### config.mk
export PLATFORM = sky130hd
export DESIGN_NAME = lcd_subsystem
export DESIGN_NICKNAME = d
export VERILOG_FILES = /design/src/hw/lcd_pkg.sv /design/src/hw/lcd_wb_regs.sv /design/src/hw/lcd_line_buffer.sv /design/src/hw/lcd_refresh_ctrl.sv /design/src/hw/lcd_bus_driver.sv /design/src/hw/lcd_subsystem.sv
export VERILOG_INCLUDE_DIRS = /design/src /design/src/hw
export SDC_FILE = /design/constraint.sdc
export NUM_CORES = 1
export LEC_CHECK = 0
export ABC_AREA = 1
export BUFFER_PORTS_ARGS = -buffer_cell sky130_fd_sc_hd__buf_2
export CAP_MARGIN = 20
export CORE_ASPECT_RATIO = 1.25
export CORE_MARGIN = 4
export CORE_UTILIZATION = 60
export DETAILED_ROUTE_END_ITERATION = 7
export PLACE_DENSITY = 0.84
export SYNTH_ARGS = -nofsm -noshare
export SYNTH_HDL_FRONTEND = slang
export SYNTH_HIERARCHICAL = 1
export SYNTH_SLANG_ARGS = --single-unit
### constraint.sdc
create_clock -name clk -period 2.1 [get_ports clk]
set_input_delay 0.21 -clock clk [delete_from_list [all_inputs] [get_ports clk]]
set_output_delay 0.21 -clock clk [all_outputs]
set_load 0.01 [all_outputs]
### src/hw/lcd_config.svh
`ifndef LCD_CONFIG_SVH
`define LCD_CONFIG_SVH

// panel geometry
`define LCD_NUM_LINES 2
`define LCD_LINE_LEN 16

// bus timing in clock cycles is kept short so the simulation stays fast
`define LCD_SETUP_CYCLES 2
`define LCD_EN_CYCLES 4
`define LCD_WAIT_CYCLES 8

// a clear command needs a much longer wait before the next byte
`define LCD_CLEAR_WAIT_CYCLES 40

`endif

### src/hw/lcd_pkg.sv
`include "lcd_config.svh"

package lcd_pkg;

    typedef logic [7:0] char_t;

    typedef enum logic [1:0] {
        ST_INIT,
        ST_IDLE,
        ST_ADDRESS,
        ST_CHAR
    } ctrl_state_t;

    ////////////////////////////////////////
    // panel commands
    ////////////////////////////////////////

    // 8-bit bus, two lines, 5x8 font
    localparam char_t CMD_FUNCTION_SET = 8'h38;
    // display on, cursor and blink off
    localparam char_t CMD_DISPLAY_ON   = 8'h0C;
    localparam char_t CMD_CLEAR        = 8'h01;
    // increment the address, no shift
    localparam char_t CMD_ENTRY_MODE   = 8'h06;
    localparam char_t CMD_SET_DDRAM    = 8'h80;

    localparam int    INIT_LEN = 4;
    localparam char_t INIT_SEQ [INIT_LEN] = '{
        CMD_FUNCTION_SET, CMD_DISPLAY_ON, CMD_CLEAR, CMD_ENTRY_MODE
    };

    // DDRAM start address of each display line
    localparam char_t LINE_BASE [`LCD_NUM_LINES] = '{8'h00, 8'h40};

    localparam char_t CHAR_SPACE = 8'h20;

endpackage

### src/hw/lcd_wb_regs.sv
`include "lcd_config.svh"

module lcd_wb_regs (
    input  logic                      clk,
    input  logic                      rstN,
    input  logic                      wb_cyc,
    input  logic                      wb_stb,
    input  logic                      wb_we,
    input  logic [5:0]                wb_adr,
    input  lcd_pkg::char_t            wb_dat_w,
    input  logic                      init_done,
    input  lcd_pkg::char_t            rd_char_all [`LCD_NUM_LINES],
    output lcd_pkg::char_t            wb_dat_r,
    output logic                      wb_ack,
    output logic [`LCD_NUM_LINES-1:0] wr_en,
    output logic [3:0]                wr_col,
    output lcd_pkg::char_t            wr_char,
    output logic [3:0]                host_col,
    output logic                      lcd_on,
    output logic                      lcd_blon
);
    import lcd_pkg::*;

    logic       req;
    logic       ack_hold;
    logic       wr_acc;
    logic [1:0] ctrl_q;

    assign req    = wb_cyc && wb_stb;
    assign wr_acc = wb_ack && req && wb_we;

    ////////////////////////////////////////
    // single-cycle acknowledge
    ////////////////////////////////////////

    // ack_hold blocks a second ack while the master keeps stb high
    always_ff @(posedge clk) begin
        if (!rstN) begin
            wb_ack   <= 1'b0;
            ack_hold <= 1'b0;
        end else begin
            wb_ack   <= req && !wb_ack && !ack_hold;
            ack_hold <= wb_stb && (ack_hold || wb_ack);
        end
    end

    // character writes land in the acknowledge cycle and bit 4 picks the line
    always_comb begin
        wr_en = '0;
        for (int i = 0; i < `LCD_NUM_LINES; i++) begin
            if (wr_acc && !wb_adr[5] && (int'(wb_adr[4]) == i))
                wr_en[i] = 1'b1;
        end
    end

    assign wr_col   = wb_adr[3:0];
    assign wr_char  = wb_dat_w;
    assign host_col = wb_adr[3:0];

    always_ff @(posedge clk) begin
        if (!rstN)
            ctrl_q <= 2'b00;
        else if (wr_acc && wb_adr == 6'h20)
            ctrl_q <= wb_dat_w[1:0];
    end

    assign lcd_on   = ctrl_q[0];
    assign lcd_blon = ctrl_q[1];

    // read data is sampled on the edge that raises ack
    always_ff @(posedge clk) begin
        if (req && !wb_ack && !ack_hold) begin
            if (!wb_adr[5])
                wb_dat_r <= rd_char_all[wb_adr[4]];
            else if (wb_adr == 6'h20)
                wb_dat_r <= char_t'({6'b0, ctrl_q});
            else if (wb_adr == 6'h21)
                wb_dat_r <= char_t'({7'b0, init_done});
            else
                wb_dat_r <= '0;
        end
    end

endmodule

### src/hw/lcd_line_buffer.sv
`include "lcd_config.svh"

module lcd_line_buffer (
    input  logic           clk,
    input  logic           rstN,
    input  logic           wr_en,
    input  logic [3:0]     wr_col,
    input  lcd_pkg::char_t wr_char,
    input  logic [3:0]     host_col,
    input  logic [3:0]     rd_col,
    input  logic           take,
    output lcd_pkg::char_t host_char,
    output lcd_pkg::char_t rd_char,
    output logic           dirty
);
    import lcd_pkg::*;

    char_t mem [`LCD_LINE_LEN];

    // the line comes out of reset blank, so the first refresh clears the panel
    always_ff @(posedge clk) begin
        if (!rstN) begin
            for (int i = 0; i < `LCD_LINE_LEN; i++)
                mem[i] <= CHAR_SPACE;
        end else if (wr_en) begin
            mem[wr_col] <= wr_char;
        end
    end

    // a write in the same cycle as take keeps the line dirty
    always_ff @(posedge clk) begin
        if (!rstN)
            dirty <= 1'b1;
        else if (wr_en)
            dirty <= 1'b1;
        else if (take)
            dirty <= 1'b0;
    end

    assign host_char = mem[host_col];
    assign rd_char   = mem[rd_col];

endmodule

### src/hw/lcd_refresh_ctrl.sv
`include "lcd_config.svh"

module lcd_refresh_ctrl (
    input  logic                      clk,
    input  logic                      rstN,
    input  logic [`LCD_NUM_LINES-1:0] dirty,
    input  lcd_pkg::char_t            rd_char_all [`LCD_NUM_LINES],
    input  logic                      busy,
    output logic [`LCD_NUM_LINES-1:0] take,
    output logic [3:0]                rd_col,
    output logic                      start,
    output logic                      rs,
    output lcd_pkg::char_t            tx_byte,
    output logic                      long_wait,
    output logic                      init_done
);
    import lcd_pkg::*;

    localparam int LINE_W = (`LCD_NUM_LINES > 1) ? $clog2(`LCD_NUM_LINES) : 1;

    ctrl_state_t       state;
    logic [3:0]        idx;
    logic [LINE_W-1:0] line;
    logic [LINE_W-1:0] pick;
    logic              accept;

    // lowest-numbered dirty line wins
    always_comb begin
        pick = '0;
        for (int i = `LCD_NUM_LINES - 1; i >= 0; i--) begin
            if (dirty[i])
                pick = LINE_W'(i);
        end
    end

    ////////////////////////////////////////
    // byte selection toward the bus driver
    ////////////////////////////////////////

    always_comb begin
        start     = 1'b0;
        rs        = 1'b0;
        tx_byte   = '0;
        long_wait = 1'b0;
        take      = '0;
        case (state)
            ST_INIT: begin
                if (idx < 4'(INIT_LEN)) begin
                    start     = !busy;
                    tx_byte   = INIT_SEQ[idx[1:0]];
                    long_wait = (INIT_SEQ[idx[1:0]] == CMD_CLEAR);
                end
            end
            ST_IDLE: begin
                if (|dirty)
                    take[pick] = 1'b1;
            end
            ST_ADDRESS: begin
                start   = !busy;
                tx_byte = CMD_SET_DDRAM | LINE_BASE[line];
            end
            ST_CHAR: begin
                start   = !busy;
                rs      = 1'b1;
                tx_byte = rd_char_all[line];
            end
            default: begin
                start = 1'b0;
            end
        endcase
    end

    assign accept = start && !busy;
    assign rd_col = idx;

    always_ff @(posedge clk) begin
        if (!rstN) begin
            state     <= ST_INIT;
            idx       <= '0;
            line      <= '0;
            init_done <= 1'b0;
        end else begin
            case (state)
                ST_INIT: begin
                    if (accept)
                        idx <= idx + 4'd1;
                    // done once the last command has finished its wait
                    if (idx == 4'(INIT_LEN) && !busy) begin
                        init_done <= 1'b1;
                        state     <= ST_IDLE;
                    end
                end
                ST_IDLE: begin
                    if (|dirty) begin
                        line  <= pick;
                        state <= ST_ADDRESS;
                    end
                end
                ST_ADDRESS: begin
                    if (accept) begin
                        idx   <= '0;
                        state <= ST_CHAR;
                    end
                end
                ST_CHAR: begin
                    if (accept) begin
                        if (idx == 4'(`LCD_LINE_LEN - 1))
                            state <= ST_IDLE;
                        else
                            idx <= idx + 4'd1;
                    end
                end
                default: state <= ST_INIT;
            endcase
        end
    end

endmodule

### src/hw/lcd_bus_driver.sv
`include "lcd_config.svh"

module lcd_bus_driver (
    input  logic           clk,
    input  logic           rstN,
    input  logic           start,
    input  logic           rs,
    input  lcd_pkg::char_t tx_byte,
    input  logic           long_wait,
    output logic           busy,
    output logic           lcd_rs,
    output lcd_pkg::char_t lcd_data,
    output logic           lcd_en
);
    import lcd_pkg::*;

    localparam int CNT_W = $clog2(`LCD_CLEAR_WAIT_CYCLES + 1);

    typedef enum logic [1:0] {PH_IDLE, PH_SETUP, PH_ENABLE, PH_WAIT} phase_t;

    phase_t           phase;
    logic [CNT_W-1:0] cnt;
    logic             long_q;
    logic             accept;

    assign busy   = (phase != PH_IDLE);
    assign accept = start && !busy;

    // rs and data stay put from accept until the driver is free again
    always_ff @(posedge clk) begin
        if (accept) begin
            lcd_data <= tx_byte;
            long_q   <= long_wait;
        end
    end

    ////////////////////////////////////////
    // setup, enable pulse, wait
    ////////////////////////////////////////

    always_ff @(posedge clk) begin
        if (!rstN) begin
            phase  <= PH_IDLE;
            cnt    <= '0;
            lcd_en <= 1'b0;
            lcd_rs <= 1'b0;
        end else begin
            case (phase)
                PH_IDLE: begin
                    if (accept) begin
                        lcd_rs <= rs;
                        cnt    <= CNT_W'(`LCD_SETUP_CYCLES - 1);
                        phase  <= PH_SETUP;
                    end
                end
                PH_SETUP: begin
                    if (cnt == '0) begin
                        lcd_en <= 1'b1;
                        cnt    <= CNT_W'(`LCD_EN_CYCLES - 1);
                        phase  <= PH_ENABLE;
                    end else begin
                        cnt <= cnt - 1'b1;
                    end
                end
                PH_ENABLE: begin
                    if (cnt == '0) begin
                        // the panel latches on this falling edge
                        lcd_en <= 1'b0;
                        cnt    <= long_q ? CNT_W'(`LCD_CLEAR_WAIT_CYCLES - 1)
                                         : CNT_W'(`LCD_WAIT_CYCLES - 1);
                        phase  <= PH_WAIT;
                    end else begin
                        cnt <= cnt - 1'b1;
                    end
                end
                PH_WAIT: begin
                    if (cnt == '0)
                        phase <= PH_IDLE;
                    else
                        cnt <= cnt - 1'b1;
                end
                default: phase <= PH_IDLE;
            endcase
        end
    end

endmodule

### src/hw/lcd_subsystem.sv
`include "lcd_config.svh"

module lcd_subsystem (
    input  logic           clk,
    input  logic           rstN,
    input  logic           wb_cyc,
    input  logic           wb_stb,
    input  logic           wb_we,
    input  logic [5:0]     wb_adr,
    input  lcd_pkg::char_t wb_dat_w,
    output lcd_pkg::char_t wb_dat_r,
    output logic           wb_ack,
    output lcd_pkg::char_t lcd_data,
    output logic           lcd_rs,
    output logic           lcd_en,
    output logic           lcd_rw,
    output logic           lcd_on,
    output logic           lcd_blon
);
    import lcd_pkg::*;

    logic [`LCD_NUM_LINES-1:0] wr_en;
    logic [3:0]                wr_col;
    char_t                     wr_char;
    logic [3:0]                host_col;
    char_t                     host_char_all [`LCD_NUM_LINES];
    char_t                     rd_char_all [`LCD_NUM_LINES];
    logic [`LCD_NUM_LINES-1:0] dirty;
    logic [`LCD_NUM_LINES-1:0] take;
    logic [3:0]                rd_col;
    logic                      start;
    logic                      rs;
    char_t                     tx_byte;
    logic                      long_wait;
    logic                      busy;
    logic                      init_done;

    // the panel is never read back
    assign lcd_rw = 1'b0;

    lcd_wb_regs u_regs (
        .clk, .rstN, .wb_cyc, .wb_stb, .wb_we, .wb_adr, .wb_dat_w, .init_done,
        .rd_char_all(host_char_all), .wb_dat_r, .wb_ack, .wr_en, .wr_col, .wr_char,
        .host_col, .lcd_on, .lcd_blon
    );

    for (genvar g = 0; g < `LCD_NUM_LINES; g++) begin : g_line
        lcd_line_buffer u_buf (
            .clk, .rstN, .wr_en(wr_en[g]), .wr_col, .wr_char, .host_col, .rd_col,
            .take(take[g]), .host_char(host_char_all[g]), .rd_char(rd_char_all[g]),
            .dirty(dirty[g])
        );
    end

    lcd_refresh_ctrl u_ctrl (
        .clk, .rstN, .dirty, .rd_char_all, .busy, .take, .rd_col, .start, .rs,
        .tx_byte, .long_wait, .init_done
    );

    lcd_bus_driver u_drv (
        .clk, .rstN, .start, .rs, .tx_byte, .long_wait, .busy, .lcd_rs, .lcd_data,
        .lcd_en
    );

endmodule

==> results.cfg, run 1 <==
[synth]
ys_ff_latch = 297
netlist_instances = 2377
synth_common_cells = 664 x nand2_1, 465 x nand3_1, 324 x inv_1
synth_top_area_share = 0.457
syn_nets = 2411
yosysMostFrequentCell = nand2_1
avgSynthCellArea_sq_um = 7.55
synth.area.top_cells = edfxtp_1 46%, nand2_1 14%, nand3_1 13%
synth_cell_types = 39
async_flop_share = 0
synth_edf_count = 273
yosysSeqAreaShare = 0.484
synth_ff_type = edfxtp_1
yosysTopAreaCell = edfxtp_1
yosysWarnings = 6
syn-cell-area_sq_mm = 0.0179

[drt]
viasPerCell = 5.78
drt-pass1-iter-count = 6
remaining_drc_errors = 0
routed_wl_um = 55400
vias = 16400
drt_iter0_drc = 2377
wl_per_cell_um = 19.5
ant_nets = 0

[timing]
relSlewSlack = 0.663
finalCritPeriodShare = 0.949
finalHoldViolations = 0
clock_skew_ps = 13.1
holdWs_ps = 18.1
fin_ws_ps = 107
fmax_ghz = 0.502
setup_viol = 0
min_period_ps = 1990
drv_slew = 0
tns_ps = 0
worstMarginPinSlew_ps = 505

[critical_path]
critPathLaunchType = flop
cp-end-kind = flop
cp.arrival_ps = 2240
path_max_fanout = 8
cp.required_ps = 2340
worstSetupPathType = reg2reg

[status]
status = finished clean

[final_layout]
post-route-util = 0.684
drive_above_1_share = 0.143
syn_to_final_growth_pct = 11.8
antenna_cells = 0
regArea_sq_mm = 0.00868
design_area_sq_mm = 0.0201
multi_input_area_sq_mm = 0.00715
finalNonFillerCells = 2842
num-nets-final = 2457
nFillCells = 2404

[power_and_ir_drop]
swShare = 0.354
clockPowerShare = 0.301
power_switching_mw = 6.80
cell_internal_pwr_mw = 12.4
power_mw = 19.2
p_comb_frac = 0.325
vdd_ir_drop_max_mv = 0.841
p_leak_nw = 9.32
p_seq_frac = 0.374
power.density_mw_per_mm2 = 959

[global_route]
grt_pass1_wl_um = 85500
grt.total_usage = 0.333
grt.overflow.total = 0
grt_max_degree = 65
first_global_vias = 15300
antenna_found_initial = 1

[place]
dpl-instance-area_sq_mm = 0.0189
place.detailed.instances = 2787
gp_congestion = 0.980
dp_slack_ps = 35.1
port_buffers = 39
dpl.hpwl_um = 38600

[run]
cap_viol_max_count = 0

[floorplan]
core_area_sq_mm = 0.0293
fp.dieW_um = 163
die_y_um = 201
ios = 41
fp-row-count = 70
dieArea_sq_mm = 0.0328
start_util = 0.612

[clock_network]
tritoncts = yes
cts_buffers = 29
ctsLongestPathBuffers = 3
cts-root-buf = clkbuf_16
htree_levels = 1
cts.sinks = 297
cts_setup_buffers = 0
worstSkewPairLatency_ps = 570
clk_pin_slew_worst_paths_ps = 60

[worst_hold_path]
hold_class = in2reg
power by group through the flow:
stage	Clock [mW]	Sequential [mW]	Combinational, mW
6_report	5.79	7.19	6.26
5_1_grt	6.15	7.22	6.79
4_1_cts	5.84	7.18	6.09
3_5_place_dp	0	7.31	6.04
3_3_place_gp	0	7.29	5.96
2_1_floorplan	0	7.20	4.32
flip-flops by register name (all words and copies together), names as in the netlist, 2 cells and up:
name and flops:
g_line.u_buf/dirty 2, g_line.u_buf/mem 256, u_ctrl/rd_col 4, u_ctrl/state 2
u_drv/cnt 6, u_drv/lcd_data 8, u_drv/phase 2, u_regs/ctrl_q 2
u_regs/wb_dat_r 8
final timing paths:
path         slack [ps]            start                        end  cells past startpoint
max                 110    u_regs/wb_ack  g_line[1].u_buf/mem[5][4]                     10
min                  20        wb_adr[4]      g_line[1].u_buf/dirty                      5
max reg2reg         110    u_regs/wb_ack  g_line[1].u_buf/mem[5][4]                     10
min reg2reg         470  u_regs/ack_hold              u_regs/wb_ack                      1
cell usage in the layout, fill, tap and decap left out, types with 4 or more instances in the layout:
cell type	n
bufinv_16	8
nand4_1	4
dfxtp_1	21
buf_2	38
clkbuf_16	29
nand3_2	4
a21oi_1	21
inv_2	44
nand2_2	35
clkinv_1	5
o21ai_1	6
o21ai_0	20
ha_1	15
nand2_1	636
nor2_4	11
inv_1	323
buf_12	17
edfxtp_1	273
nor2_2	32
nand3_1	465
nand2_4	9
buf_4	97
clkinv_2	5
nor2_1	292
layout make-up:
cell class,instances,share of cell area
multi-input combinational,1572,0.356
timing repair buffer,153,0.0632
clock buffer,30,0.0364
inverter,370,0.0696
sequential,297,0.433
tap,396,0.0247
clock inverter,24,0.0170
per-layer routing:
layer	up-vias	track usage	share of wire
li1	7595	-	-
met1	7494	0.418	0.36
met2	1103	0.560	0.48
met3	230	0.0471	0.093
met4	2	0.174	0.069
met5	-	0	0.00025
worst max-delay path, cell delays in order, from the launching register on:
cell and delay [ps]:
dfxtp_1 360, nand2_2 70, nor2_4 150, nand2_1 90, nor2_1 120, nand2_1 80
inv_2 150, nand3_2 150, nor2_2 190, inv_2 50, nand2_1 250
cell families (layout without fill, tap and decap cells):
family                   count (synthesis)  after routing  synth area share
buffers and inverters                  508            577             0.123
AO/OA/AOI/OAI                           56             56            0.0169
XOR/XNOR                                 1              1          0.000488
AND/OR/NAND/NOR                       1499           1499             0.365
flip-flops                             297            297             0.484
adder cells (fa/ha/maj)                 15             15            0.0105
other                                    1              1          0.000209
repair_timing:
| action | CTS | global route |
|---|---|---|
| endpoints found under the hold margin | 1 | 0 |
| hold buffers | 1 | 0 |
| gates resized for setup | 0 | 34 |
| endpoints found under the setup margin | 0 | 228 |
Note: power is estimated with default switching activity, not from simulation.
==> run 2, diff against run 1 <==
Settings changed: ABC_AREA 1 to not set, PLACE_DENSITY 0.84 to 0.77.
==> run 2 against run 1 <==
  * The flow now finishes with violations (setup timing)
  * Worst setup slack worse by 330 ps
  * Cell count down 42%
  * Synthesized area shrank 8.5%
  * Register-to-register slack worse by 330 ps
  * Flip-flop and latch count is the same
  * First-iteration DRC count fell by 53%
  * Hold slack better by 87 ps
  * Clock skew down 0.67 ps
  * Critical path depth decreased by 2
  * Global-route usage shrank 3.2 points
  * Via count fell by 33%
  * Non-clock buffer count is 23 higher
  * Highest routed layer is now met4
==> results.cfg, run 2 <==
[global_route]
grt.busiest_layer = met2
grt.total_usage = 0.301
antenna_found_initial = 1
grt_max_degree = 40
met3_usage = 0.0381
grt.overflow.total = 0
grtUsageMet2 = 0.515
grt_pass1_wl_um = 67400
use_met1 = 0.372
first_global_vias = 11300

[final_layout]
num-nets-final = 1312
final_cell_mix = 273 x edfxtp_1, 232 x and2_1, 114 x buf_4
design_area_sq_mm = 0.0191
finalNonFillerCells = 1647
syn_to_final_growth_pct = 16.1
nFillCells = 1739
largest-register = g_line.u_buf/mem
largestRegisters = g_line.u_buf/mem x256, u_drv/lcd_data x8, u_regs/wb_dat_r x8
drive_above_1_share = 0.315
largest_reg_flops = 256
post-route-util = 0.708
final_common_cell = edfxtp_1

[critical_path]
crit_path_frequent_cell = buf_12
cp.required_ps = 2400
reg2regPathDepth = 8
path_max_fanout = 7
cp-end-kind = flop
slowest_stage = mux4_2
path_cells = buf_12 > buf_12 > mux4_2 > a22oi_2 > nand2_2 > mux2_2 > a22oi_1 > nor2_1
cp.arrival_ps = 2620
slowest_delay_ps = 530
worstSetupPathType = reg2reg
critPathLaunchType = flop

[power_and_ir_drop]
vdd_ir_drop_max_mv = 0.783
swShare = 0.278
p_comb_frac = 0.266
p_seq_frac = 0.412
power.density_mw_per_mm2 = 913
power_switching_mw = 4.84
p_leak_nw = 6.98
cell_internal_pwr_mw = 12.6
clockPowerShare = 0.321

[worst_hold_path]
hold_depth = 2
hold_class = in2reg

[drt]
drt-pass1-iter-count = 5
wl_per_cell_um = 27.1
viasPerCell = 6.68
ant_nets = 0
drt_iter0_drc = 1122
remaining_drc_errors = 0
vias = 11000
routed_wl_um = 44700

[status]
status = finished with violations
violations = setup timing

[timing]
relSlewSlack = 0.411
drv_slew = 0
setup_viol = 8
finalHoldViolations = 0
min_period_ps = 2320
rsz0062_at_grt = yes
fin_ws_ps = -219
fmax_ghz = 0.431
worstMarginPinSlew_ps = 883
finalCritPeriodShare = 1.10
tns_ps = -1380
clock_skew_ps = 12.5

[synth]
synth.area.top_cells = edfxtp_1 50%, mux4_2 13%, and2_1 8.8%
ys_ff_latch = 297
synth_top_area_share = 0.499
synth_common_cells = 273 x edfxtp_1, 232 x and2_1, 96 x mux4_2
yosysSeqAreaShare = 0.529
avgSynthCellArea_sq_um = 14.1
yosysMostFrequentCell = edfxtp_1
netlist_instances = 1166
synth_cell_types = 67
syn_nets = 1200
yosysWarnings = 6
synth_ff_type = edfxtp_1
yosysTopAreaCell = edfxtp_1
syn-cell-area_sq_mm = 0.0164
async_flop_share = 0
synth_edf_count = 273

[floorplan]
start_util = 0.610
ios = 41
die_y_um = 193
dieArea_sq_mm = 0.0301
fp.dieW_um = 156
core_area_sq_mm = 0.0269
fp-row-count = 67

[place]
place.detailed.instances = 1576
dp_slack_ps = -240
gp_congestion = 0.888
dpl.hpwl_um = 30700
dpl-instance-area_sq_mm = 0.0176
port_buffers = 39

[clock_network]
tritoncts = yes
clk_pin_slew_worst_paths_ps = 60
cts_buffers = 29
cts.sinks = 297
htree_levels = 1
cts-root-buf = clkbuf_16
worstSkewPairLatency_ps = 550
ctsLongestPathBuffers = 3

[run]
cap_viol_max_count = 0
==> run 2: cell types whose count changed after synthesis, moves of 67 or more <==
cell / before / now
a22oi_1: 0 / 67
and2_1: 0 / 232
inv_1: 324 / 16
mux4_2: 0 / 96
nand2_1: 664 / 57
nand3_1: 465 / 5
nor2_1: 295 / 55
==> run 2: kinds of logic after synthesis <==
family,synth area share
flip-flops,0.529
multiplexers,0.197
AND/OR/NAND/NOR,0.163
AO/OA/AOI/OAI,0.0598
adder cells (fa/ha/maj),0.0114
other,0.000228
XOR/XNOR,0.000534
buffers and inverters,0.0388
==> run 2: layout make-up <==
cell class              instances  area (sq um)  share of cell area
inverters                      16          60.1             0.00315
clock buffers                  43           848              0.0445
well taps                     345           432              0.0227
flip-flops and latches        297          8690               0.456
clock inverters                10           176             0.00926
diodes                          2          5.00            0.000263
multi-input cells             758          7340               0.385
repair buffers                176          1510              0.0793
==> run 2: timing repair <==
item | 4_1_cts | 5_1_grt
pin swaps | 13 | 9
gates cloned | 2 | 0
endpoints found under the setup margin | 42 | 45
hold buffers | 1 | 0
gates resized for setup | 41 | 23
setup buffers | 13 | 1
endpoints found under the hold margin | 1 | 0
==> run 2: worst max-delay path, delay by kind of cell (launching register included) <==
family	cells	cell delay [ps]
muxes	2	820
DFF	1	400
AOI/OAI and AO/OA	2	380
buffers and inverters	2	290
and+or+nand+nor	2	180
==> run 2: path summary, 6_finish.rpt <==
check	start	to	slack (ps)
max reg2reg	u_ctrl/rd_col[0]	u_drv/lcd_data[3]	-220
min	wb_adr[5]	u_regs/wb_dat_r[5]	110
max	u_ctrl/rd_col[0]	u_drv/lcd_data[3]	-220
min reg2reg	u_ctrl/init_done	u_ctrl/init_done	470
==> run 2: metrics by stage <==
step	hold WS, ps	total power [mW]
after floorplan	324	9.97
after global placement	445	11.2
after detailed placement	450	11.2
after CTS	81.3	17.3
after global routing	115	18.0
final	105	17.4
==> run 2: power groups by stage <==
| stage | clock network, mW | logic (mW) | registers [mW] |
|---|---|---|---|
| finish | 5.59 | 4.63 | 7.17 |
| global route | 5.92 | 4.91 | 7.19 |
| CTS | 5.66 | 4.48 | 7.15 |
| detailed placement | 0 | 3.95 | 7.28 |
| global placement | 0 | 3.89 | 7.26 |
| floorplan | 0 | 2.82 | 7.15 |
==> run 2: per-layer routing <==
| layer | vias up | routed length, um | part of all wire |
|---|---|---|---|
| li1 | 4714 | - | - |
| met1 | 5490 | 15700 | 0.35 |
| met2 | 627 | 22600 | 0.51 |
| met3 | 171 | 3360 | 0.075 |
| met4 | 0 | 3020 | 0.068 |
| met5 | - | 0 | 0 |
